$ cat src/hdl/meco_pkg.sv
// meco_pkg: shared sizes, address map, waveform encoding and bus structs for the pin controller
package meco_pkg;

  // bus and ram geometry
  localparam int DATA_W = 16;
  localparam int ADDR_W = 8;

  // pin generator count and index width
  localparam int NUM_PINS = 8;
  localparam int PIN_W = $clog2(NUM_PINS);

  typedef logic [DATA_W-1:0] data_t;
  typedef logic [ADDR_W-1:0] addr_t;
  typedef logic [PIN_W-1:0] pin_idx_t;

  // configuration blocks start here, everything below is host scratch
  localparam addr_t PIN_BASE = 8'h20;
  // words reserved per pin block
  localparam addr_t PIN_STRIDE = 8'd4;

  // word offsets inside one pin block, word 3 is reserved
  localparam addr_t WORD_MODE = 8'd0;
  localparam addr_t WORD_PERIOD = 8'd1;
  localparam addr_t WORD_DUTY = 8'd2;

  // pin waveform shapes
  typedef enum logic [1:0] {
    WAVE_OFF    = 2'd0,
    WAVE_SQUARE = 2'd1,
    WAVE_PWM    = 2'd2,
    WAVE_HIGH   = 2'd3
  } wave_mode_e;

  // one access request toward the shared ram port
  typedef struct packed {
    logic  req;
    logic  wr;
    addr_t addr;
    data_t wdata;
  } ram_req_t;

  // settings of one pin generator
  typedef struct packed {
    wave_mode_e mode;
    data_t      period;
    data_t      duty;
  } pin_cfg_t;

  // broadcast from the command engine to all pin generators
  typedef struct packed {
    logic     load;
    pin_idx_t pin;
    pin_cfg_t cfg;
  } pin_load_t;

endpackage

$ cat src/hdl/command_engine.sv
// command_engine: scans the pin configuration blocks in RAM and loads each pin generator in turn
`timescale 1ns/1ns
module command_engine (
  input  logic                clk,
  input  logic                rst_n,
  output meco_pkg::ram_req_t  eng_req,
  input  logic                eng_gnt,
  input  meco_pkg::data_t     rdata,
  output meco_pkg::pin_load_t pin_load
);

  typedef enum logic [2:0] {
    IDLE,
    REQ_MODE,
    REQ_PERIOD,
    REQ_DUTY,
    LOAD
  } eng_state_e;

  eng_state_e state_q;
  eng_state_e state_nx;

  meco_pkg::pin_idx_t pin_q;
  meco_pkg::pin_cfg_t cfg_q;
  meco_pkg::addr_t    word_off;
  meco_pkg::addr_t    blk_addr;
  logic               in_req;

  // next state, a read state only advances once its grant shows up
  always_comb begin
    state_nx = state_q;
    case (state_q)
      IDLE:       state_nx = REQ_MODE;
      REQ_MODE:   if (eng_gnt) state_nx = REQ_PERIOD;
      REQ_PERIOD: if (eng_gnt) state_nx = REQ_DUTY;
      REQ_DUTY:   if (eng_gnt) state_nx = LOAD;
      LOAD:       state_nx = REQ_MODE;
      default:    state_nx = IDLE;
    endcase
  end

  always_ff @(posedge clk or negedge rst_n) begin
    if (!rst_n) begin
      state_q <= IDLE;
      pin_q   <= '0;
    end else begin
      state_q <= state_nx;
      // wraps from the last pin back to pin 0
      if (state_q == LOAD) begin
        pin_q <= pin_q + 1'b1;
      end
    end
  end

  // the grant cycle carries the data, capture it there
  always_ff @(posedge clk) begin
    if (eng_gnt) begin
      case (state_q)
        REQ_MODE: begin
          // illegal mode words fall back to off
          if (rdata[meco_pkg::DATA_W-1:2] == '0) begin
            cfg_q.mode <= meco_pkg::wave_mode_e'(rdata[1:0]);
          end else begin
            cfg_q.mode <= meco_pkg::WAVE_OFF;
          end
        end
        REQ_PERIOD: cfg_q.period <= rdata;
        REQ_DUTY:   cfg_q.duty <= rdata;
        default:    ;
      endcase
    end
  end

  // which word of the current pin block is read
  always_comb begin
    case (state_q)
      REQ_PERIOD: word_off = meco_pkg::WORD_PERIOD;
      REQ_DUTY:   word_off = meco_pkg::WORD_DUTY;
      default:    word_off = meco_pkg::WORD_MODE;
    endcase
  end

  assign blk_addr = meco_pkg::PIN_BASE + meco_pkg::addr_t'(pin_q) * meco_pkg::PIN_STRIDE;

  assign in_req = (state_q == REQ_MODE) || (state_q == REQ_PERIOD) || (state_q == REQ_DUTY);

  // request is dropped in the grant cycle so each word is read once
  always_comb begin
    eng_req.req   = in_req & ~eng_gnt;
    eng_req.wr    = 1'b0;
    eng_req.addr  = blk_addr + word_off;
    eng_req.wdata = '0;
  end

  assign pin_load = '{load: (state_q == LOAD), pin: pin_q, cfg: cfg_q};

endmodule

$ cat config.mk
export PLATFORM = sky130hd
export DESIGN_NAME = command_engine
export DESIGN_NICKNAME = d
export VERILOG_FILES = /design/src/hdl/meco_pkg.sv /design/src/hdl/command_engine.sv
export SDC_FILE = /design/constraint.sdc
export NUM_CORES = 1
export LEC_CHECK = 0
export ABC_AREA = 1
export BUFFER_PORTS_ARGS = -buffer_cell sky130_fd_sc_hd__clkbuf_2
export CORE_MARGIN = 1
export CORE_UTILIZATION = 44
export DETAILED_ROUTE_END_ITERATION = 6
export PLACE_DENSITY = 0.79
export RECOVER_POWER = 100
export SLEW_MARGIN = 20
export SYNTH_ARGS = -nofsm -noshare
export SYNTH_HDL_FRONTEND = slang
export SYNTH_SLANG_ARGS = --single-unit
$ cat constraint.sdc
create_clock -name clk -period 2.5 [get_ports clk]
set_input_delay 0.5 -clock clk [delete_from_list [all_inputs] [get_ports clk]]
set_output_delay 0.5 -clock clk [all_outputs]
set_load 0.02 [all_outputs]
* Yosys cells after proc, flatten, opt, wreduce, memory -nomap -nowiden
Index checks and enable logic that the tools add are counted.
** Word-level totals
- Flip-flop bits (word level) :: 40
- Output and inout bits :: 64
- Logic and storage cells :: 31
- Bits of input ports :: 19
** Operators by class
- Reductions and logical operators :: 9
- Mux-type cells :: 5
- Equality and inequality tests :: 7
- Add/subtract/negate cells :: 3
- Bitwise operators :: 2
** Operator list (count)
- $logic_not 14->1 :: 1
- $pmux 3 s4 :: 1
- $mux 3 :: 3
- $add 7x8->8 :: 1
- $add 6x5->7 const A :: 1
- $eq 3x2->1 const B :: 2
- $ne 2x2->1 const B :: 3
- $reduce_and 2->1 :: 3
- $pmux 2 s2 :: 1
- $add 3x1->3 const B :: 1
- $eq 3x1->1 const B :: 1
- $eq 3x3->1 const B :: 1
- $logic_not 3->1 :: 1
- $reduce_and 3->1 :: 1
- $logic_or 1x1->1 :: 2
- $reduce_or 2->1 :: 1
- $and 1x1->1 :: 1
- $not 1->1 :: 1

* Depth between registers and ports, before layout
Gate-level depths: netlist of the first run.
- Depth after elaboration :: 4
- Depth in mapped cells :: 5
- Mapped depth without buffers :: 5

* Least setup slack after synthesis of the first run
Ideal clock, no wire load.
- Path kind :: input port to flip-flop
- Start :: in eng_gnt
- End :: reg cfg_q, in the netlist pin_load[0], enable pin
- Slack :: 0.381 ns
- Path buffers :: 0
- Arrival time :: 1.710 ns
- Stages :: 2
- Library setup time :: 0.409 ns
- Required time :: 2.091 ns
- Cell sequence :: inv_1 nor3_1
** Between the ends
- Cells in the longest elaborated chain, start to end :: 1
** RTL lines
- start, declared :: RTL line command_engine.sv:7 : input logic eng_gnt,
- $reduce_and 2->1 (no source line)
- end, declared :: RTL line command_engine.sv:24 : meco_pkg::pin_cfg_t cfg_q;
No other way between the ends.
A chain may end at the register's enable or synchronous reset.

==> metrics.cfg, run 1 <==
[cells_and_area]
final_common_cell = clkbuf_1
regArea_sq_um = 1171
mostFrequentLayoutCells = clkbuf_1, edfxtp_1, conb_1
num_antenna_cells = 0
multi_input_area_sq_um = 265.3
layout-drive-gt1-share = 0.05495
area_delta_synth_final_pct = 17.51
layout.nets = 201
nFillCells = 340

[yosys]
ys_ff_latch = 40
synth_mux_area_frac = 0
synthSimpleGateAreaFrac = 0.09588
syn_area_sq_um = 1579
yosysUniqueCellTypes = 17
yosysWarningCount = 0
synth_top_family_by_area = buffers and inverters
synth_compound_area_frac = 0.01030
yosysSeqAreaShare = 0.7417
yosys.area_share.adder = 0.007924
syn_area_per_cell_sq_um = 13.97
synth-xor-area-share = 0.01109
syn-instance-count = 113

[critical_path]
worst-setup-path-type = flop to output port
required_ns = 2.00
cp_max_fo = 6
end_kind = output port
reg2reg_slack_ns = 0.59
start_kind = flop
cp_data_arrival_time_ns = 1.47
reg2regPathDepth = 4
regToRegStartpoint = state_q[2]
reg2reg_to = pin_load[22]

[status]
status = finished clean

[clocking]
cts-root-buf = clkbuf_4
cts.sinks = 40
cts_tree = done
cts_inserted_buffers = 5
post_cts_resized = 0
htree_levels = 2
clockBufferDepth = 2
cts.clk_slew.worst_paths_ns = 0.11
clk_latency_ns = 0.32

[timing]
fmax_mhz = 508.3
rsz0062_at_grt = false
layout_min_cycle_time_ns = 1.967
slew-limit-headroom = 0.5527
hold_violations = 0
final-setup-viol-count = 0
fin_worst_skew_ns = 0.01152
timing.setup.tns_ns = 0
worst_pin_slew_ns = 0.6710
period_share = 0.7870
worst_slack_ns = 0.5325
drv_slew = 0

[global_route]
grt.overflow.total = 0
grt_pass1_vias = 789
grt_usage = 0.1302
grt_pass1_wl_um = 3498
grt_antenna_before_repair = 0
grt_max_degree = 13

[drt]
avgViaCountPerCell = 4.281
drc = 0
postRouteAntennaNets = 0
wirelength_um = 2362
wl_per_cell_um = 10.36
dr.pass1.iters = 4
drtIter0Drc = 27
num_vias = 976

[die]
dieArea_sq_um = 3832
core_area_sq_um = 3390
num_rows = 21
num_io_pins = 83
fp.dieW_um = 61.91
die_y_um = 61.91
start_util = 0.4659

[placed_design]
hpwl_um = 1867
post-place-ws_ns = 0.9138
port_buffers = 62
gp_congestion = 0.7462

[min_path]
hold_start = rdata[8]
min_delay_path_depth = 1
min_to = pin_load[24]
min_path_type = input pin to flop

[pwr]
power.density_nw_per_um2 = 975.0
cellLeakagePower_nw = 0.7097
ir_worst_vdd_mv = 0.4674

[run]
max_cap_viol_count = 0

## sequential cells by signal, indices dropped and copies added, names as in the netlist
| name | count |
|---|---|
| state_q | 3 |
| pin_load | 34 |
| pin_q | 3 |
## per-stage QoR
step                area, sq um  power, mW    util  hold WS (ns)  cells
floorplan                  1647      1.347       -        0.2044    131
global placement           1869      1.487  0.5515        0.3355    219
detailed placement         1869      1.495  0.5515        0.3333    219
CTS                        1956      1.886  0.5770        0.3702    228
global route               1856      1.929  0.5474        0.3989    228
finish                     1856      1.809  0.5474        0.4090    228
## timing repair
item / CTS / global route
hold buffers: 1 / 0
buffers inserted: 0 / 0
endpoints found under the hold margin: 6 / 0
endpoints found under the setup margin: 0 / 0
## Yosys cell counts, drive strengths merged
master	count	share of area
a31oi	1	0.0040
buf	23	0.11
conb	2	0.0048
dfrtp	6	0.095
edfxtp	34	0.65
ha	1	0.0079
inv	8	0.019
nand2	13	0.036
nand3	1	0.0032
nor2	15	0.040
nor3	4	0.013
o21ai	2	0.0063
or2	1	0.0040
xnor2	2	0.011
## layer usage
metal  share of wire  global-route usage
met1            0.44              0.1547
met2            0.45              0.2181
met3            0.12             0.06004
met4               0             0.02857
met5               0                   0
## critical path: stages, from the launching register on
cell and delay (ns):
dfrtp_1 0.45, nor2_1 0.30, nand2_4 0.11, inv_2 0.07, clkbuf_1 0.22
## worst max path at each step
stage / from / to / slack, ns / cells past startpoint
after floorplan: eng_gnt / pin_load[0] / 0.38 / 2
after global placement: eng_gnt / pin_load[24] / 0.93 / 4
after detailed placement: eng_gnt / pin_load[26] / 0.91 / 4
after CTS: state_q[1] / eng_req[17] / 0.71 / 3
after global routing: state_q[1] / pin_load[37] / 0.41 / 4
final: state_q[1] / pin_load[37] / 0.53 / 4
## logic make-up (layout without fill, tap and decap cells)
family	count (synthesis)	count (layout)
DFF	40	40
other	2	20
adders and majority gates	1	1
and+or+nand+nor	34	34
buffers and inverters	31	82
AOI/OAI and AO/OA	3	3
xor gates and xnor gates	2	2
## final cells by class
class | instances | share of cell area
multi-input combinational | 60 | 0.1430
sequential | 40 | 0.6312
clock inverter | 2 | 0.01888
timing repair buffer | 66 | 0.1376
clock buffer | 6 | 0.02225
inverter | 8 | 0.01618
tap | 46 | 0.03102
## where the power goes
group          leakage, nW  internal (mW)  switching, mW
combinational        0.281          0.115          0.369
clock               0.0422          0.210          0.184
sequential           0.387          0.864         0.0676
total                0.710           1.19          0.621
(Power assumes the default switching activity.)
==> inputs of run 2 (changes only) <==
--- a/config.mk
+++ b/config.mk
@@ -5,12 +5,12 @@
 export SDC_FILE = /design/constraint.sdc
 export NUM_CORES = 1
 export LEC_CHECK = 0
-export ABC_AREA = 1
+export ABC_AREA = 0
 export BUFFER_PORTS_ARGS = -buffer_cell sky130_fd_sc_hd__clkbuf_2
 export CORE_MARGIN = 1
 export CORE_UTILIZATION = 44
 export DETAILED_ROUTE_END_ITERATION = 6
-export PLACE_DENSITY = 0.79
+export PLACE_DENSITY = 0.8
 export RECOVER_POWER = 100
 export SLEW_MARGIN = 20
 export SYNTH_ARGS = -nofsm -noshare
==> constraint.sdc (replaced) <==
create_clock -name clk -period 2.1 [get_ports clk]
set_input_delay 0.42 -clock clk [delete_from_list [all_inputs] [get_ports clk]]
set_output_delay 0.42 -clock clk [all_outputs]
set_load 0.02 [all_outputs]
==> run 2 against run 1 <==
Against the previous run:
- clock skew decreased by 0.0028 ns
- clock-buffer cell count unchanged
- worst hold slack got worse by 0.098 ns
- via count decreased by 3.9%
- global-route usage increased by 1.0 points
- first-iteration DRC count increased by 3.7%
- critical endpoint unchanged
==> metrics.cfg, run 2 <==
[cells_and_area]
regArea_sq_um = 1171  ; unchanged
layout.nets = 182  ; -9.5%
layout-drive-gt1-share = 0.08589  ; +0.03094
final_common_cell = clkbuf_1
nFillCells = 326  ; -4.1%
largest_reg_flops = 34  ; unchanged
fin_area_sq_um = 1821  ; -1.9%
multi_input_area_sq_um = 279.0  ; +5.2%
mostFrequentLayoutCells = clkbuf_1, edfxtp_1, conb_1
num_antenna_cells = 0  ; unchanged
area_delta_synth_final_pct = 16.40

[yosys]
yosysSeqAreaShare = 0.7488  ; +0.007120
synth_compound_area_frac = 0.01360  ; +0.003299
synthArstFlopShare = 0.1500  ; unchanged
synth_mux_area_frac = 0.007200  ; +0.007200
syn-instance-count = 95  ; -16%
synth_area_leader_cell = edfxtp_1
yosysWarningCount = 0  ; unchanged
synth_edf_count = 34  ; unchanged
syn_area_per_cell_sq_um = 16.46  ; +18%
syn_area_sq_um = 1564  ; -0.95%
yosysUniqueCellTypes = 25  ; +8
ys_ff_latch = 40  ; unchanged
synthSimpleGateAreaFrac = 0.08480  ; -0.01108
synth-main-ff-cell = edfxtp_1
synth_top_area_frac = 0.6528  ; +0.006207
yosysMostFrequentCell = edfxtp_1
yosys.area_share.adder = 0.008000  ; +0.00007607
yosys-top-cells-area = edfxtp_1, buf_4, dfrtp_1
synth_common_cells = edfxtp_1, buf_4, dfrtp_1, nor2_1
synth_top_family_by_area = buffers and inverters
synth-xor-area-share = 0.01680  ; +0.005706

[drt]
num_vias = 938  ; -3.9%
avgViaCountPerCell = 4.488  ; +4.8%
postRouteAntennaNets = 0  ; unchanged
wl_per_cell_um = 12.94  ; +25%
wirelength_um = 2705  ; +15%
drtIter0Drc = 28  ; +3.7%
drc = 0  ; unchanged
dr.pass1.iters = 4  ; unchanged

[timing]
fin_worst_skew_ns = 0.008688  ; -0.002832 ns
drv_slew = 0  ; unchanged
rsz0062_at_grt = false
fmax_mhz = 542.8
timing.setup.tns_ns = 0  ; unchanged
worst_slack_ns = 0.2577  ; -0.2749 ns
hold_violations = 0  ; unchanged
final-setup-viol-count = 0  ; unchanged
layout_min_cycle_time_ns = 1.842
period_share = 0.8773

[die]
num_io_pins = 83  ; unchanged
num_rows = 21  ; unchanged
start_util = 0.4650  ; -0.0008247
dieArea_sq_um = 3797  ; -0.92%
fp.dieW_um = 61.62  ; -0.46%
core_area_sq_um = 3363  ; -0.78%
die_y_um = 61.62  ; -0.46%

[placed_design]
port_buffers = 62  ; unchanged
hpwl_um = 2038  ; +9.1%
post-place-ws_ns = 0.5325  ; -0.3813 ns
place_area_sq_um = 1849  ; -1.1%
gp_congestion = 0.7532  ; +0.94%

[critical_path]
worst-setup-path-type = flop to output port
crit_chain = nor3b_2 > clkbuf_1
end_kind = output port
cpPeakStageDelay_ns = 0.52  ; +0.07 ns
start_kind = flop
critical-path-top-delay-family = flip-flops
cp_slowest_cell = dfrtp_1
required_ns = 1.68  ; -0.32 ns
path_buf_inv = 1  ; -1
cp_max_fo = 11  ; +5
cp_data_arrival_time_ns = 1.42  ; -0.05 ns

[clocking]
post_cts_resized = 0  ; unchanged
clk_latency_ns = 0.33  ; about the same
cts.clk_slew.worst_paths_ns = 0.11  ; about the same
cts-root-buf = clkbuf_4
cts_inserted_buffers = 5  ; unchanged
cts.sinks = 40  ; unchanged
clockBufferDepth = 2  ; unchanged
cts_tree = done
htree_levels = 2  ; unchanged

[global_route]
grt_usage = 0.1406  ; +0.01044
grt_pass1_wl_um = 3594  ; +2.7%
grt_antenna_before_repair = 0  ; unchanged
grt_pass1_vias = 835  ; +5.8%
grt.overflow.total = 0  ; unchanged
grt_max_degree = 17  ; +4

[status]
status = finished clean

[pwr]
cellLeakagePower_nw = 0.6424  ; -9.5%
power.density_nw_per_um2 = 1131  ; +16%
finalPower_mw = 2.060  ; +14%
ir_worst_vdd_mv = 0.4221  ; -9.7%

[run]
max_cap_viol_count = 0  ; unchanged

[min_path]
min_path_type = input pin to flop

## run 2: area by class of cell
class	count	area share
clock buffers	6	0.02268
clock inverters	2	0.006186
inverters	1	0.002062
multi-input cells	48	0.1533
flip-flops and latches	40	0.6433
well taps	46	0.03162
repair buffers	66	0.1409
## run 2: kinds of logic (layout without fill, tap and decap cells)
| logic type | count (synthesis) | after routing |
|---|---|---|
| DFF | 40 | 40 |
| buffers and inverters | 25 | 75 |
| and+or+nand+nor | 20 | 20 |
| AOI/OAI and AO/OA | 3 | 3 |
| xor gates and xnor gates | 3 | 3 |
| other | 2 | 20 |
| adders and majority gates | 1 | 1 |
| muxes | 1 | 1 |
## run 2: worst register-to-register path, cell delays in order, from the launching register on
cell	delay (ns)
dfrtp_1	0.46
nand2b_1	0.24
nor3b_1	0.22
clkbuf_2	0.41
## run 2: worst paths after layout
| path | start | endpoint | slack [ns] | cells past startpoint |
|---|---|---|---|---|
| max reg2reg | state_q[2] | pin_load[17] | 0.42 | 3 |
| max in group asynchronous | rst_n | pin_q[2] | 1.39 | 2 |
| max | state_q[0] | pin_load[37] | 0.26 | 2 |
| min | rdata[9] | pin_load[9] | 0.31 | 1 |
| min in group asynchronous | rst_n | state_q[0] | 0.48 | 2 |
| min reg2reg | pin_q[2] | pin_q[2] | 0.50 | 1 |
## run 2: routing by layer
| layer | track usage | vias to the layer above | wire (um) |
|---|---|---|---|
| met3 | 0.05252 | 4 | 212 |
| li1 | - | 435 | - |
| met4 | 0.08254 | 0 | 34 |
| met1 | 0.1291 | 445 | 957 |
| met2 | 0.2611 | 54 | 1501 |
| met5 | 0 | - | 0 |
## run 2: power breakdown
part | total (mW) | internal (mW) | leakage [nW] | switching (mW)
Sequential | 1.13 | 1.03 | 0.388 | 0.107
Combinational | 0.573 | 0.152 | 0.229 | 0.420
Clock | 0.355 | 0.127 | 0.0259 | 0.228
## run 2: metrics by stage
stage | hold WS (ns) | std cells | utilization
after global routing | 0.3006 | 209 | 0.5413
after floorplan | 0.1244 | 113 | -
after global placement | 0.2471 | 200 | 0.5499
after detailed placement | 0.2523 | 200 | 0.5499
after CTS | 0.2628 | 209 | 0.5685
final | 0.3110 | 209 | 0.5413
## run 2: repair_timing
| item | CTS | global route |
|---|---|---|
| hold endpoints to repair | 6 | 0 |
| buffers inserted | 0 | 0 |
| endpoints found under the setup margin | 0 | 0 |
| hold buffers | 1 | 0 |
==> inputs of run 3 (changes only) <==
--- a/config.mk
+++ b/config.mk
@@ -11,7 +11,6 @@
 export CORE_UTILIZATION = 44
 export DETAILED_ROUTE_END_ITERATION = 6
 export PLACE_DENSITY = 0.8
-export RECOVER_POWER = 100
 export SLEW_MARGIN = 20
 export SYNTH_ARGS = -nofsm -noshare
 export SYNTH_HDL_FRONTEND = slang
==> run 3 against run 2 <==
Against the previous run:
- routed wire length shrank 1.4%
- first-iteration DRC count rose by 29%
- sequential share of layout area down 3.1 points
- highest routed layer unchanged
- clock power about the same
- critical path depth did not move
==> metrics.cfg, run 3 (synthesized netlist as in run 2, its figures left out) <==
[critical_path]
worst-setup-path-type = flop to output port
start_kind = flop
end_kind = output port
required_ns = 1.68  ; about the same
cp_max_fo = 11  ; unchanged
regToRegStartpoint = state_q[2]
reg2regPathDepth = 3  ; unchanged
cp_data_arrival_time_ns = 1.38  ; -0.04 ns
reg2reg_to = pin_load[17]
reg2reg_slack_ns = 0.61  ; +0.19 ns

[timing]
drv_slew = 0  ; unchanged
fmax_mhz = 556.0  ; +2.4%
fin_worst_skew_ns = 0.006334  ; -0.002354 ns
final-setup-viol-count = 0  ; unchanged
worst_slack_ns = 0.3016  ; +0.04388 ns
rsz0062_at_grt = false
period_share = 0.8564  ; -0.02090
layout_min_cycle_time_ns = 1.798  ; -0.04388 ns
holdWs_ns = 0.2863  ; -0.02470 ns
timing.setup.tns_ns = 0  ; unchanged
hold_violations = 0  ; unchanged

[global_route]
grt_usage = 0.1406  ; unchanged
grt_max_degree = 17  ; unchanged
grtUsageMet3 = 0.05252  ; unchanged
grt_antenna_before_repair = 0  ; unchanged
grtUsageMet2 = 0.2611  ; unchanged
grt-busiest-layer = met2
grt.overflow.total = 0  ; unchanged
use_met1 = 0.1291  ; unchanged
grt_pass1_wl_um = 3594  ; unchanged
grt_pass1_vias = 835  ; unchanged

[die]
core_area_sq_um = 3363  ; unchanged
dieArea_sq_um = 3797  ; unchanged
die_y_um = 61.62  ; unchanged
num_rows = 21  ; unchanged
fp.dieW_um = 61.62  ; unchanged
start_util = 0.4650  ; unchanged
num_io_pins = 83  ; unchanged

[clocking]
cts_inserted_buffers = 5  ; unchanged
cts.clk_slew.worst_paths_ns = 0.11  ; about the same
cts_tree = done
clockBufferDepth = 2  ; unchanged
htree_levels = 2  ; unchanged
cts.sinks = 40  ; unchanged
cts-root-buf = clkbuf_4
post_cts.repair.setup_buffers = 0  ; unchanged
clk_latency_ns = 0.33  ; about the same

[pwr]
ir_worst_vdd_mv = 0.4182  ; -0.91%
power.density_nw_per_um2 = 1107  ; -2.2%
cellLeakagePower_nw = 0.8375  ; +30%

[min_path]
min_to = pin_load[24]
min_delay_path_depth = 1  ; unchanged
min_path_type = input pin to flop
hold_start = rdata[8]

[cells_and_area]
mostFrequentLayoutCells = clkbuf_2, edfxtp_1, conb_1
num_antenna_cells = 0  ; unchanged
largest_reg_flops = 34  ; unchanged
nFillCells = 303  ; -7.1%
layout.nets = 182  ; unchanged
area_delta_synth_final_pct = 22.24
final_common_cell = clkbuf_2
layout-drive-gt1-share = 0.4785  ; +0.3926

[drt]
postRouteAntennaNets = 0  ; unchanged
dr.pass1.iters = 4  ; unchanged
wl_per_cell_um = 12.77  ; -1.4%
wirelength_um = 2668  ; -1.4%
avgViaCountPerCell = 4.507  ; +0.43%
drc = 0  ; unchanged
num_vias = 942  ; +0.43%
drtIter0Drc = 36  ; +29%

[placed_design]
hpwl_um = 2038  ; unchanged
gp_congestion = 0.7532  ; unchanged
port_buffers = 62  ; unchanged
post-place-ws_ns = 0.5325  ; unchanged

[run]
max_cap_viol_count = 0  ; unchanged

[status]
status = finished clean

-- run 3: cell count changes in the layout (fill, tap and decap cells not counted), sizes merged --
cell,before,now
clkbuf,71,68
buf,0,3
-- run 3: metal layers --
metal,up-vias,part of all wire
met1,442,0.36
met4,0,0.012
met5,-,0
met2,60,0.56
li1,436,-
met3,4,0.072
-- run 3: worst max-delay path by stage --
stage          startpoint      endpoint  slack (ns)  cells past startpoint
6_report       state_q[0]  pin_load[37]        0.30                      2
3_5_place_dp     rdata[7]  pin_load[32]        0.53                      3
3_3_place_gp     rdata[7]  pin_load[33]        0.61                      3
5_1_grt        state_q[0]  pin_load[37]        0.20                      2
2_1_floorplan  state_q[2]  pin_load[16]        0.35                      2
4_1_cts        state_q[0]  pin_load[37]        0.27                      2
-- run 3: metrics by stage --
step	util	instance area [sq um]	instances	power, mW
global route	0.5685	1912	209	2.227
CTS	0.5685	1912	209	2.141
floorplan	-	1637	113	1.611
detailed placement	0.5499	1849	200	1.785
global placement	0.5499	1849	200	1.760
finish	0.5685	1912	209	2.116
-- run 3: final cells by class --
type / count / area (sq um) / share of cell area
clock buffers: 6 / 41.29 / 0.02160
clock inverters: 2 / 11.26 / 0.005890
inverters: 1 / 3.754 / 0.001963
multi-input cells: 48 / 284.0 / 0.1486
flip-flops and latches: 40 / 1171 / 0.6126
well taps: 46 / 57.56 / 0.03010
repair buffers: 66 / 342.8 / 0.1793
-- run 3: power by group --
group          leakage, nW  internal, mW  switching (mW)
Clock               0.0259         0.128           0.228
Combinational        0.424         0.208           0.420
Sequential           0.388          1.02           0.108
-- run 3: repair_timing --
item / in CTS / in global routing
hold endpoints to repair: 6 / 0
resized for setup: 0 / 0
hold buffers: 1 / 0
setup endpoints to repair: 0 / 0
-- run 3: critical path, stage by stage (launching register included) --
cell      delay (ns)
dfrtp_1         0.52
nor3b_2         0.30
clkbuf_2        0.22
