<file path="config.mk">
export PLATFORM = sky130hd
export DESIGN_NAME = pin_waveform
export DESIGN_NICKNAME = d
export VERILOG_FILES = /design/src/hdl/meco_pkg.sv /design/src/hdl/pin_waveform.sv
export SDC_FILE = /design/constraint.sdc
export NUM_CORES = 1
export LEC_CHECK = 0
export ABC_CLOCK_PERIOD_IN_PS = 4900
export BUFFER_PORTS_ARGS = -buffer_cell sky130_fd_sc_hd__buf_2
export CAP_MARGIN = 40
export CORE_MARGIN = 10
export CORE_UTILIZATION = 38
export DETAILED_ROUTE_END_ITERATION = 7
export HOLD_SLACK_MARGIN = 0.08
export SLEW_MARGIN = 40
export SYNTH_ARGS = -nofsm -noshare
export SYNTH_HDL_FRONTEND = slang
export SYNTH_SLANG_ARGS = --single-unit
</file>
<file path="constraint.sdc">
create_clock -name clk -period 4.9 [get_ports clk]
set_clock_uncertainty 0.05 [all_clocks]
set_input_delay 1.47 -clock clk [delete_from_list [all_inputs] [get_ports clk]]
set_output_delay 1.47 -clock clk [all_outputs]
set_load 0.02 [all_outputs]
</file>
<file path="src/hdl/meco_pkg.sv">
// meco_pkg: shared sizes, address map, waveform encoding and bus structs for the pin controller
package meco_pkg;

  // bus and ram geometry
  localparam int DATA_W = 16;
  localparam int ADDR_W = 8;

  // pin generator count and index width
  localparam int NUM_PINS = 8;
  localparam int PIN_W = $clog2(NUM_PINS);

  typedef logic [DATA_W-1:0] data_t;
  typedef logic [ADDR_W-1:0] addr_t;
  typedef logic [PIN_W-1:0] pin_idx_t;

  // configuration blocks start here, everything below is host scratch
  localparam addr_t PIN_BASE = 8'h20;
  // words reserved per pin block
  localparam addr_t PIN_STRIDE = 8'd4;

  // word offsets inside one pin block, word 3 is reserved
  localparam addr_t WORD_MODE = 8'd0;
  localparam addr_t WORD_PERIOD = 8'd1;
  localparam addr_t WORD_DUTY = 8'd2;

  // pin waveform shapes
  typedef enum logic [1:0] {
    WAVE_OFF    = 2'd0,
    WAVE_SQUARE = 2'd1,
    WAVE_PWM    = 2'd2,
    WAVE_HIGH   = 2'd3
  } wave_mode_e;

  // one access request toward the shared ram port
  typedef struct packed {
    logic  req;
    logic  wr;
    addr_t addr;
    data_t wdata;
  } ram_req_t;

  // settings of one pin generator
  typedef struct packed {
    wave_mode_e mode;
    data_t      period;
    data_t      duty;
  } pin_cfg_t;

  // broadcast from the command engine to all pin generators
  typedef struct packed {
    logic     load;
    pin_idx_t pin;
    pin_cfg_t cfg;
  } pin_load_t;

endpackage

</file>
<file path="src/hdl/pin_waveform.sv">
// pin_waveform: per-pin tick counter that shapes one output pin from its loaded settings
`timescale 1ns/1ns
module pin_waveform #(
  parameter int PIN_INDEX = 0
) (
  input  logic                clk,
  input  logic                rst_n,
  input  meco_pkg::pin_load_t pin_load,
  output logic                pin
);

  logic               hit;
  meco_pkg::pin_cfg_t cfg_q;
  meco_pkg::pin_cfg_t cfg_nx;
  meco_pkg::data_t    tick_q;
  logic               wrap;
  logic               pin_nx;

  // only the load aimed at this pin counts
  assign hit = pin_load.load && (pin_load.pin == meco_pkg::pin_idx_t'(PIN_INDEX));

  // a new setting already shapes the very next output value
  assign cfg_nx = hit ? pin_load.cfg : cfg_q;

  // also wraps when a shorter period leaves the tick past its end
  assign wrap = (cfg_nx.period == '0) || (tick_q >= cfg_nx.period - meco_pkg::data_t'(1));

  always_comb begin
    case (cfg_nx.mode)
      meco_pkg::WAVE_SQUARE: pin_nx = tick_q < (cfg_nx.period >> 1);
      // duty at or past the period keeps the pin high
      meco_pkg::WAVE_PWM:    pin_nx = tick_q < cfg_nx.duty;
      meco_pkg::WAVE_HIGH:   pin_nx = 1'b1;
      default:               pin_nx = 1'b0;
    endcase
    // zero period means a dead pin whatever the mode
    if (cfg_nx.period == '0) begin
      pin_nx = 1'b0;
    end
  end

  always_ff @(posedge clk or negedge rst_n) begin
    if (!rst_n) begin
      cfg_q  <= '0;
      tick_q <= '0;
      pin    <= 1'b0;
    end else begin
      cfg_q  <= cfg_nx;
      tick_q <= wrap ? '0 : tick_q + 1'b1;
      pin    <= pin_nx;
    end
  end

endmodule

</file>
# Word-level counts from Yosys, hierarchy flattened
# Index checks and enable logic that the tools add are counted.
[word_totals] register_bits=51 in_bits=40 out_inout_bits=1 elab_cells=21
[op_classes] addsub=2 order_cmp=3 n_eq_ne=3 muxes=4 n_reduce_logical=4
[ops] operator="two-way mux 34 bit" n=1
[ops] operator="adder 16 x 1 -> 16 bit, second input constant" n=1
[ops] operator=">= comparator 16 bit" n=1
[ops] operator="zero test 16 bit" n=1
[ops] operator="less-than comparator 16 x 15 -> 1 bit" n=1
[ops] operator="less-than comparator 16 bit" n=1
[ops] operator="two-way mux 16 bit" n=1
[ops] operator="subtractor 16 x 1 -> 16 bit, second input constant" n=1
[ops] operator="== test 2 bit, second input constant" n=2
[ops] operator="zero test 3 bit" n=1
[ops] operator="case mux 1 bit (3 select lines)" n=1
[ops] operator="== test 2 x 1 -> 1 bit, second input constant" n=1
[ops] operator="logical AND 1 bit" n=1
[ops] operator="logical OR 1 bit" n=1
[ops] operator="two-way mux 1 bit" n=1

# Depth between registers and ports, before layout
# Gate-level depths: netlist (run 1).
[logic_depth] depth_word=7 ltp_mapped=16 mapped_depth_nobuf=13

# Worst setup path after synthesis (run 1)
# No wires, ideal clock.
[synth_path] path_kind="input -> register" startpoint="in pin_load[35] in the netlist's numbering" endpoint="reg tick_q[7]" setup_time_ns=0.071 arrival_time_ns=4.957 t_required_ns=4.779 setup_slack_ns=-0.178 stages=15 path_buffers=2 cell_sequence="nor4b_4 buf_4 mux2i_1 nand4_1 nor4b_2 nand2_1 xnor2_1 ha_1 a21o_1 a21o_1 a211o_1 a21oi_1 o211ai_2 buf_6 nor2_1"
[synth_via] elab_chain_len=7 word_cells_on_any_way=8 cone_classes="add/sub: 1; order compare: 1; mux: 2; reduce/logical: 4"
[synth_rtl] element="from (decl)" line="pin_waveform.sv:8" rtl="input meco_pkg::pin_load_t pin_load,"
[synth_rtl] element="zero test 3 bit (*)" line="pin_waveform.sv:20" rtl="assign hit = pin_load.load && (pin_load.pin == meco_pkg::pin_idx_t'(PIN_INDEX));"
[synth_rtl] element="logical AND 1 bit (*)" line="pin_waveform.sv:20"
[synth_rtl] element="two-way mux 34 bit (*)" line="pin_waveform.sv:23" rtl="assign cfg_nx = hit ? pin_load.cfg : cfg_q;"
[synth_rtl] element="subtractor 16 x 1 -> 16 bit" line="pin_waveform.sv:26" rtl="assign wrap = (cfg_nx.period == '0) || (tick_q >= cfg_nx.period - meco_pkg::data_t'(1));"
[synth_rtl] element=">= comparator 16 bit" line="pin_waveform.sv:26"
[synth_rtl] element="logical OR 1 bit (*)" line="pin_waveform.sv:26"
[synth_rtl] element="two-way mux 16 bit (*)" line="pin_waveform.sv:49" rtl="tick_q <= wrap ? '0 : tick_q + 1'b1;"
[synth_rtl] element="to (signal assigned)" line="pin_waveform.sv:49"
[synth_rtl] element="to (decl)" line="pin_waveform.sv:15" rtl="meco_pkg::data_t tick_q;"
# Every way passes the cells marked *; elsewhere a longest branch is shown, timed or not.

# Worst setup path after layout (run 1)
[layout_path] startpoint="in pin_load[36] in the netlist's numbering" endpoint="reg tick_q[5]"
# Same word-level chain as after synthesis.

==> impl_metrics.json, run 1 <==
{
  "leakagePower_nw": 1.943,
  "vdd_drop_max_uv": 177.4,
  "worstMarginPinSlew_ns": 0.5247,
  "fin_crit_sh_pct": 89.48,
  "seqPwrFrac_pct": 40.7,
  "synth_cells": 334,
  "die_w_um": 114.2,
  "p_sw_share_pct": 37.12,
  "dieArea_um2": 13040,
  "synth-simple-area-share_pct": 14.43,
  "avgSynthCellArea_um2": 10.10,
  "clockRootBuffer": "clkbuf_8",
  "wl_met3_um": 333,
  "grt_max_degree": 28,
  "cp.arrival_ns": 4.58,
  "postLayoutCellArea_um2": 3935,
  "area_delta_synth_final_pct": 16.70,
  "syn_nets": 416,
  "cts-hold-fix-buffers": 0,
  "finalSetupViolCount": 0,
  "startpoint_type": "input pin",
  "cpPeakStageDelay_ns": 0.35,
  "place_area_um2": 3824,
  "crit_chain": "buf_2, nor4b_4, buf_12, mux2i_1, nand4_1, nor4b_2, nand2_1, xnor2_1, ha_1, a21o_1, a21o_1, a211o_1, a21oi_2, o211ai_2, buf_12, nor2_1",
  "power_switching_w": 0.0005713,
  "hpwl_um": 5935,
  "vias_per_cell": 5.054,
  "combPwrFrac_pct": 39.9,
  "end_kind": "register",
  "async_reset_ff_share_pct": 100.0,
  "synthMuxAreaShare_pct": 10.54,
  "post_cts_buffers": 0,
  "dp_cells": 490,
  "outcome": "finished, final reports clean",
  "nFillCells": 845,
  "drive_gt1_share_pct": 18.46,
  "ios": 41,
  "synth_compound_area_share_pct": 8.683,
  "core_um2": 8678,
  "stdcell_count": 498,
  "place.gp.congestion": 0.8222,
  "cts_made_buffers": 5,
  "cts.sinks": 51,
  "htreeDepth": 2,
  "syn_area_um2": 3372,
  "cpMaxStageDelayCell": "nor4b_4",
  "crit_type": "in2reg",
  "hold_viol": 0,
  "period_minus_slack_ns": 4.385,
  "wl_met2_um": 3467,
  "synth_edf_count": 0,
  "synth.distinct_cells": 40,
  "synth_fa_ha_area_share_pct": 16.18,
  "track_usage_pct": 11.68,
  "hold_slack_ns": 0.4420,
  "row_count": 34,
  "routed_wl_um": 7296,
  "synth_top_family_by_area": "adder cells",
  "route.top_layer_used": "met4",
  "overflow": 0,
  "max_freq_mhz": 228.1,
  "port_buffers": 40,
  "antenna_left": 0,
  "cp_data_required_time_ns": 5.10,
  "clkTransAtPathRegs_ns": 0.10,
  "slew_headroom_pct": 64.02,
  "p_int_w": 0.0009680,
  "initial_core_util_pct": 38.86,
  "rsz0062_at_grt": "false",
  "worstSkewPairLatency_ns": 0.31,
  "grt_pass1_vias": 2567,
  "seq_area_frac_synth_pct": 37.85,
  "m1WireLength_um": 3400,
  "ctsResizeCount": 0,
  "wl_per_cell_um": 14.65,
  "vias": 2517,
  "synth-xor-area-share_pct": 7.273,
  "tritoncts": "done",
  "slew_viol_final": 0,
  "route.detailed.drc": 0,
  "synth_ff_type": "dfrtp_1",
  "antenna_found_initial": 0,
  "ys_warn_count": 0,
  "die_y_um": 114.2,
  "grt_first_pass_wirelength_um": 12450,
  "synth-seq-cells": 51,
  "power.share.clock_pct": 19.4,
  "nNetsFinal": 471,
  "clockBufferDepth": 2,
  "tns_ns": 0,
  "drt_first_pass_iters": 4,
  "cap_violations": 0,
  "drt-initial-drc-count": 97,
  "antenna_cells": 0,
  "path_max_fanout": 19,
  "hold_path_class": "reg2reg",
  "power_density_nw_per_um2": 391.2
}
power groups by stage:
stage	Clock [W]	Combinational, W	Sequential, W
after global placement	0	0.000596	0.000635
after detailed placement	0	0.000620	0.000637
final	0.000298	0.000614	0.000627
after CTS	0.000310	0.000624	0.000628
after global routing	0.000324	0.000723	0.000645
after floorplan	0	0.000454	0.000606
worst max-delay path: cells and delay by family:
family / cells / cell delay (ns)
xor+xnor: 1 / 0.15
simple gates: 5 / 1.06
fa+ha+maj: 1 / 0.32
mux: 1 / 0.26
compound gates: 5 / 0.82
buf+inv: 3 / 0.50
flip-flops by register name, indices dropped and copies added (netlist names):
name / cells
cfg_q: 34
pin: 1
tick_q: 16
routing by layer:
metal	track usage [%]	vias up
met5	0	-
li1	-	1293
met3	3.092	6
met4	3.592	0
met1	14.78	1184
met2	18.98	34
final timing paths:
kind	startpoint	endpoint	slack (ns)	cells after the start
worst max-delay path	pin_load[36]	tick_q[5]$_DFF_PN0_	0.52	16
worst min-delay path	cfg_q[11]$_DFF_PN0_	cfg_q[11]$_DFF_PN0_	0.44	2
worst max register to register	cfg_q[22]$_DFF_PN0_	tick_q[5]$_DFF_PN0_	1.83	12
worst min register to register	cfg_q[11]$_DFF_PN0_	cfg_q[11]$_DFF_PN0_	0.44	2
max in group asynchronous	rst_n	cfg_q[30]$_DFF_PN0_	2.94	2
min in group asynchronous	rst_n	cfg_q[4]$_DFF_PN0_	1.08	1
final cells by class:
type	instances	area, um2	share of cell area [%]
Multi-Input combinational cell	243	1958	49.76
Sequential cell	51	1276	32.43
Timing Repair Buffer	53	322.8	8.204
Tap cell	108	135.1	3.434
Inverter	35	131.4	3.339
Clock buffer	6	72.57	1.844
Clock inverter	2	38.79	0.9857
synth_stat cells, types with 3 or more instances:
cell | count | area, um2
inv_1 | 35 | 131.4
nand3_1 | 11 | 55.05
xor2_1 | 7 | 61.31
mux2_2 | 4 | 45.04
buf_4 | 3 | 22.52
nor2_1 | 28 | 105.1
nand4_1 | 11 | 68.82
dfrtp_1 | 51 | 1276
nand2_1 | 17 | 63.81
o21ai_0 | 5 | 25.02
and3_1 | 3 | 18.77
xnor2_1 | 21 | 183.9
a21oi_1 | 16 | 80.08
nor3_1 | 6 | 30.03
a21o_1 | 10 | 75.07
o31ai_1 | 3 | 22.52
mux2i_1 | 31 | 310.3
ha_1 | 42 | 525.5
and4_1 | 4 | 35.03
cells by family (layout without fill, tap and decap cells):
| family | Yosys count | count (layout) |
|---|---|---|
| buf+inv | 40 | 96 |
| flops | 51 | 51 |
| xor+xnor | 28 | 28 |
| compound gates | 45 | 45 |
| simple gates | 91 | 91 |
| mux | 35 | 35 |
| fa+ha+maj | 44 | 44 |
through the flow:
step                worst slack (ns)  util (%)  total power (W)
finish                        0.5154     45.34         0.001539
global route                  0.2408     45.34         0.001692
CTS                           0.4803     45.34         0.001562
detailed placement            0.1760     44.06         0.001258
global placement              0.2486     44.06         0.001232
floorplan                  -0.004653         -         0.001060
layout by cell type, fill, tap and decap left out, drive strengths merged, types with 3 or more instances in the layout:
cell,count
nand2,17
buf,53
xnor2,21
o21ai,6
mux2i,31
xor2,7
dfrtp,51
clkbuf,6
nand4,11
and4,4
and3,3
nor2,28
a21oi,16
ha,42
inv,36
mux2,4
nor3,6
o31ai,3
a21o,10
nand3,11
(Power assumes the default switching activity.)
==> run 2, diff against run 1 <==
--- a/config.mk
+++ b/config.mk
@@ -5,6 +5,7 @@
 export SDC_FILE = /design/constraint.sdc
 export NUM_CORES = 1
 export LEC_CHECK = 0
+export ABC_AREA = 1
 export ABC_CLOCK_PERIOD_IN_PS = 4900
 export BUFFER_PORTS_ARGS = -buffer_cell sky130_fd_sc_hd__buf_2
 export CAP_MARGIN = 40
==> run 2 against run 1 <==
Register-to-register slack worse by 0.04 ns. Area after synthesis increased by 12%. Power shrank 17%. Via count up 20%. Sequential cell count is the same. First-iteration DRC count is 36% higher. Synthesized cell count increased by 45%. Count of clock-buffer cells in the layout is 1 lower.
==> impl_metrics.json, run 2 <==
{
  "outcome": "finished, final reports clean",
  "seq_area_frac_synth_pct": 33.92,
  "fin_crit_sh_pct": 88.83,
  "cp_data_required_time_ns": 5.09,
  "die_y_um": 119.5,
  "grt_pass1_vias": 3095,
  "ctsResizeCount": 0,
  "grt_first_pass_wirelength_um": 14750,
  "routed_wl_um": 8283,
  "final_common_cell": "nand2_1",
  "port_buffers": 40,
  "layout_setup_ws_ns": 0.5471,
  "rsz0062_at_grt": "false",
  "syn_area_um2": 3762,
  "finalSetupViolCount": 0,
  "vias_per_cell": 4.555,
  "avgSynthCellArea_um2": 7.757,
  "path_max_fanout": 21,
  "synth_common_cells": "nand2_1, inv_1, dfrtp_1, ha_1, nor2_1",
  "place.gp.congestion": 0.8942,
  "hold_viol": 0,
  "worstMarginPinSlew_ns": 0.5538,
  "slew_viol_final": 0,
  "clockBufferDepth": 2,
  "antenna_cells": 0,
  "async_reset_ff_share_pct": 100.0,
  "power_density_nw_per_um2": 302.9,
  "synth_edf_count": 0,
  "drive_gt1_share_pct": 17.99,
  "tns_ns": 0,
  "pre_cts_slack_ns": 0.2180,
  "m1WireLength_um": 4090,
  "hold_slack_ns": 0.4151,
  "regArea_um2": 1276,
  "area_delta_synth_final_pct": 11.87,
  "dieArea_um2": 14280,
  "end_kind": "register",
  "multi_input_area_um2": 2034,
  "startpoint_type": "input pin",
  "crit_type": "in2reg",
  "initial_core_util_pct": 38.67,
  "ios": 41,
  "grt_max_degree": 35,
  "synth.distinct_cells": 38,
  "wl_per_cell_um": 12.53,
  "cap_violations": 0,
  "mostFrequentLayoutCells": "nand2_1, inv_1, dfrtp_1",
  "wl_met3_um": 288,
  "hold_path_class": "reg2reg",
  "cts-hold-fix-buffers": 0,
  "slew_headroom_pct": 62.79,
  "tritoncts": "done",
  "cts_made_buffers": 5,
  "vias": 3011,
  "track_usage_pct": 12.37,
  "clkTransAtPathRegs_ns": 0.11,
  "nFillCells": 1017,
  "cts.sinks": 51,
  "period_minus_slack_ns": 4.353,
  "post_cts_buffers": 0,
  "route.detailed.drc": 0,
  "nNetsFinal": 609,
  "yosys.area.top_type": "dfrtp_1",
  "r2r_slack_ns": 1.79,
  "leakagePower_nw": 2.313,
  "drt_first_pass_iters": 4,
  "synth_area_leaders": "dfrtp_1, ha_1, nand2_1",
  "vdd_drop_max_uv": 115.6,
  "core_um2": 9729,
  "route.top_layer_used": "met4",
  "hpwl_um": 6644,
  "syn_nets": 567,
  "synth.most_common_cell": "nand2_1",
  "htreeDepth": 2,
  "synth.top_cell.area_share_pct": 33.92,
  "ys_warn_count": 0,
  "overflow": 0,
  "wl_met2_um": 3782,
  "synth_cells": 485,
  "largest_register": "cfg_q",
  "antenna_found_initial": 0,
  "fin_util_pct": 43.26,
  "row_count": 36,
  "top_regs": "cfg_q (34), tick_q (16), pin (1)",
  "largest_reg_flops": 34,
  "cp.arrival_ns": 4.55,
  "clockRootBuffer": "clkbuf_8",
  "antenna_left": 0,
  "max_freq_mhz": 229.7,
  "worstSkewPairLatency_ns": 0.31,
  "drt-initial-drc-count": 132,
  "synth-seq-cells": 51,
  "synth_ff_type": "dfrtp_1",
  "die_w_um": 119.5
}
run 2: logic make-up (layout without fill, tap and decap cells):
group                      after synthesis  after routing  share of synthesized area, %
and+or+nand+nor                        208            208                         26.60
buffers and inverters                  110            153                         12.01
AOI/OAI and AO/OA                       53             53                         8.613
DFF                                     51             51                         33.92
adders and majority gates               42             42                         13.97
xor gates and xnor gates                21             21                         4.888
run 2: final cells by class:
| cell class | instances | share of cell area [%] |
|---|---|---|
| clock buffer | 5 | 1.635 |
| clock inverter | 3 | 1.130 |
| inverter | 100 | 8.918 |
| multi-input combinational | 324 | 48.34 |
| sequential | 51 | 30.32 |
| tap | 133 | 3.954 |
| timing repair buffer | 45 | 5.707 |
run 2: metal layers:
metal  vias up  global-route usage (%)
met3        10                   2.579
met2        41                   20.67
li1       1604                       -
met5         -                       0
met1      1356                   15.98
met4         0                   3.017
run 2: metrics by stage:
| stage | cell area [um2] | power (W) | std cells |
|---|---|---|---|
| floorplan | 3762 | 0.0008527 | 485 |
| global placement | 4090 | 0.0009563 | 653 |
| detailed placement | 4090 | 0.0009723 | 653 |
| CTS | 4207 | 0.001293 | 661 |
| global route | 4209 | 0.001396 | 661 |
| finish | 4209 | 0.001275 | 661 |
run 2: path summary, 6_finish.rpt:
path | startpoint | end | cells past startpoint
setup / recovery | pin_load[37] | tick_q[13]$_DFF_PN0_ | 23
hold / removal | tick_q[0]$_DFF_PN0_ | tick_q[0]$_DFF_PN0_ | 1
hold reg to reg | tick_q[0]$_DFF_PN0_ | tick_q[0]$_DFF_PN0_ | 1
setup reg to reg | cfg_q[16]$_DFF_PN0_ | tick_q[13]$_DFF_PN0_ | 20
min in group asynchronous | rst_n | cfg_q[2]$_DFF_PN0_ | 1
max in group asynchronous | rst_n | cfg_q[27]$_DFF_PN0_ | 2
run 2: power breakdown:
group	leakage, nW	internal (W)	switching (W)
Clock	0.0587	0.000155	0.000159
Sequential	0.598	0.000488	0.0000467
Combinational	1.66	0.000165	0.000261
run 2: critical path, stage by stage:
cell and delay [ns]:
buf_2 0.09, inv_1 0.08, nor2_4 0.05, nand2_4 0.22, nand2_1 0.14, o21ai_4 0.10, inv_2 0.07, nor2_4 0.10
nand2_2 0.08, nor2_4 0.11, nand2_1 0.11, nor3_2 0.22, nand2_1 0.10, xor2_1 0.15, ha_1 0.29, nand2_1 0.07
inv_1 0.05, o21ai_0 0.07, a21oi_1 0.08, or2_2 0.27, a21oi_1 0.21, nand3_4 0.25, nor2_1 0.17
==> run 3, diff against run 2 <==
--- a/config.mk
+++ b/config.mk
@@ -9,6 +9,7 @@
 export ABC_CLOCK_PERIOD_IN_PS = 4900
 export BUFFER_PORTS_ARGS = -buffer_cell sky130_fd_sc_hd__buf_2
 export CAP_MARGIN = 40
+export CORE_ASPECT_RATIO = 1.2
 export CORE_MARGIN = 10
 export CORE_UTILIZATION = 38
 export DETAILED_ROUTE_END_ITERATION = 7
==> run 3 against run 2 <==
Routed wire length down 0.64%. Register-to-register slack better by 0.02 ns. Maximum frequency fell by 0.23%. Final area up 0.89%. Count of clock-buffer cells in the layout unchanged. Power increased by 7.0%. Highest routed layer unchanged. Non-clock buffer count unchanged. Sequential share of layout area shrank 0.27 points. Worst hold slack better by 0.0095 ns. Sequential cell count unchanged. Largest cell class unchanged. Worst setup slack got worse by 0.010 ns. Clock power up 27%.
==> impl_metrics.json, run 3 (synthesized netlist as in run 2, its figures left out) <==
{
  "grt_first_pass_wirelength_um": 14520,
  "end_kind": "register",
  "cp_data_required_time_ns": 5.07,
  "largest_reg_flops": 34,
  "worstMarginPinSlew_ns": 0.5377,
  "grt_pass1_vias": 3138,
  "period_minus_slack_ns": 4.363,
  "track_usage_pct": 12.18,
  "crit_type": "in2reg",
  "postLayoutCellArea_um2": 4247,
  "vias": 3057,
  "die_y_um": 129,
  "dieArea_um2": 14300,
  "post_cts_buffers": 0,
  "grt_max_degree": 37,
  "tns_ns": 0,
  "cts_made_buffers": 5,
  "regArea_um2": 1276,
  "slew_viol_final": 0,
  "vias_per_cell": 4.696,
  "die_w_um": 110.8,
  "tritoncts": "done",
  "combPwrFrac_pct": 31.5,
  "power_switching_w": 0.0004693,
  "initial_core_util_pct": 39.14,
  "drt_first_pass_iters": 4,
  "rsz0062_at_grt": "false",
  "mostFrequentLayoutCells": "nand2_1, inv_1, dfrtp_1",
  "clkTransAtPathRegs_ns": 0.07,
  "place_area_um2": 4078,
  "antenna_found_initial": 0,
  "area_delta_synth_final_pct": 12.87,
  "seqPwrFrac_pct": 39.2,
  "row_count": 39,
  "largest_register": "cfg_q",
  "drt-initial-drc-count": 159,
  "multi_input_area_um2": 2034,
  "ctsResizeCount": 0,
  "wl_per_cell_um": 12.64,
  "hold_viol": 0,
  "max_freq_mhz": 229.2,
  "hpwl_um": 6774,
  "port_buffers": 40,
  "cts-hold-fix-buffers": 0,
  "cap_violations": 0,
  "nFillCells": 997,
  "outcome": "finished, final reports clean",
  "htreeDepth": 2,
  "clockBufferDepth": 2,
  "route.detailed.drc": 0,
  "power.share.clock_pct": 29.4,
  "core_um2": 9613,
  "vdd_drop_max_uv": 148.5,
  "antenna_cells": 0,
  "clockRootBuffer": "clkbuf_16",
  "startpoint_type": "input pin",
  "fin_util_pct": 44.18,
  "p_sw_share_pct": 34.42,
  "leakagePower_nw": 2.337,
  "final_common_cell": "nand2_1",
  "cts.sinks": 51,
  "routed_wl_um": 8230,
  "place.gp.congestion": 0.8458,
  "hold_path_class": "reg2reg",
  "cp.arrival_ns": 4.53,
  "antenna_left": 0,
  "ios": 41,
  "p_int_w": 0.0008943,
  "slew_headroom_pct": 63.88,
  "hold_slack_ns": 0.4246,
  "top_regs": "cfg_q (34), tick_q (16), pin (1)",
  "worstSkewPairLatency_ns": 0.29,
  "power_density_nw_per_um2": 321.1,
  "drive_gt1_share_pct": 17.99,
  "path_max_fanout": 16,
  "nNetsFinal": 609,
  "overflow": 0,
  "finalSetupViolCount": 0,
  "fin_crit_sh_pct": 89.04
}
[run 3: path summary, 6_finish.rpt]
check | end | cells past startpoint | start | slack [ns]
max in group asynchronous | cfg_q[25]$_DFF_PN0_ | 2 | rst_n | 2.99
min reg2reg | tick_q[0]$_DFF_PN0_ | 1 | tick_q[0]$_DFF_PN0_ | 0.42
min | tick_q[0]$_DFF_PN0_ | 1 | tick_q[0]$_DFF_PN0_ | 0.42
max reg2reg | tick_q[14]$_DFF_PN0_ | 20 | cfg_q[16]$_DFF_PN0_ | 1.81
max | tick_q[14]$_DFF_PN0_ | 22 | pin_load[35] | 0.54
min in group asynchronous | cfg_q[2]$_DFF_PN0_ | 1 | rst_n | 1.02
[run 3: per-stage QoR]
| step | power, W | worst slack [ns] | instances |
|---|---|---|---|
| 6_report | 0.001364 | 0.5370 | 651 |
| 2_1_floorplan | 0.0008527 | 0.6278 | 485 |
| 4_1_cts | 0.001387 | 0.4913 | 651 |
| 3_5_place_dp | 0.0009755 | 0.1948 | 643 |
| 5_1_grt | 0.001479 | 0.1662 | 651 |
| 3_3_place_gp | 0.0009541 | 0.2339 | 643 |
[run 3: metal layers]
metal | global-route usage [%] | share of wire (%) | up-vias
met5 | 0 | 0 | -
met4 | 3.528 | 0.91 | 0
met3 | 2.743 | 4.5 | 5
met2 | 22.60 | 52 | 41
met1 | 13.61 | 43 | 1404
li1 | - | - | 1607
[run 3: layout make-up]
type,count,share of cell area (%)
Timing Repair Buffer,45,5.598
Clock inverter,3,1.031
Sequential cell,51,30.05
Tap cell,123,3.624
Inverter,100,8.839
Clock buffer,5,2.946
Multi-Input combinational cell,324,47.91
[run 3: worst max-delay path: stages]
cell	delay, ns
buf_2	0.11
nor2_4	0.13
buf_4	0.23
nand3_2	0.11
nand2_2	0.10
inv_2	0.05
nor2_4	0.12
nand2_2	0.08
nor2_4	0.11
nand2_1	0.10
nor3_2	0.21
nand2_1	0.10
xor2_1	0.16
ha_1	0.29
nand2_1	0.08
inv_1	0.04
o21ai_0	0.08
a21oi_1	0.08
or2_2	0.27
a21oi_1	0.21
nand3_4	0.25
nor2_1	0.16
[run 3: power by group through the flow]
stage	Sequential (W)	Clock (W)	Combinational, W
after floorplan	0.000530	0	0.000323
after global placement	0.000538	0	0.000416
after detailed placement	0.000542	0	0.000433
after CTS	0.000534	0.000415	0.000438
after global routing	0.000543	0.000424	0.000511
final	0.000534	0.000400	0.000429
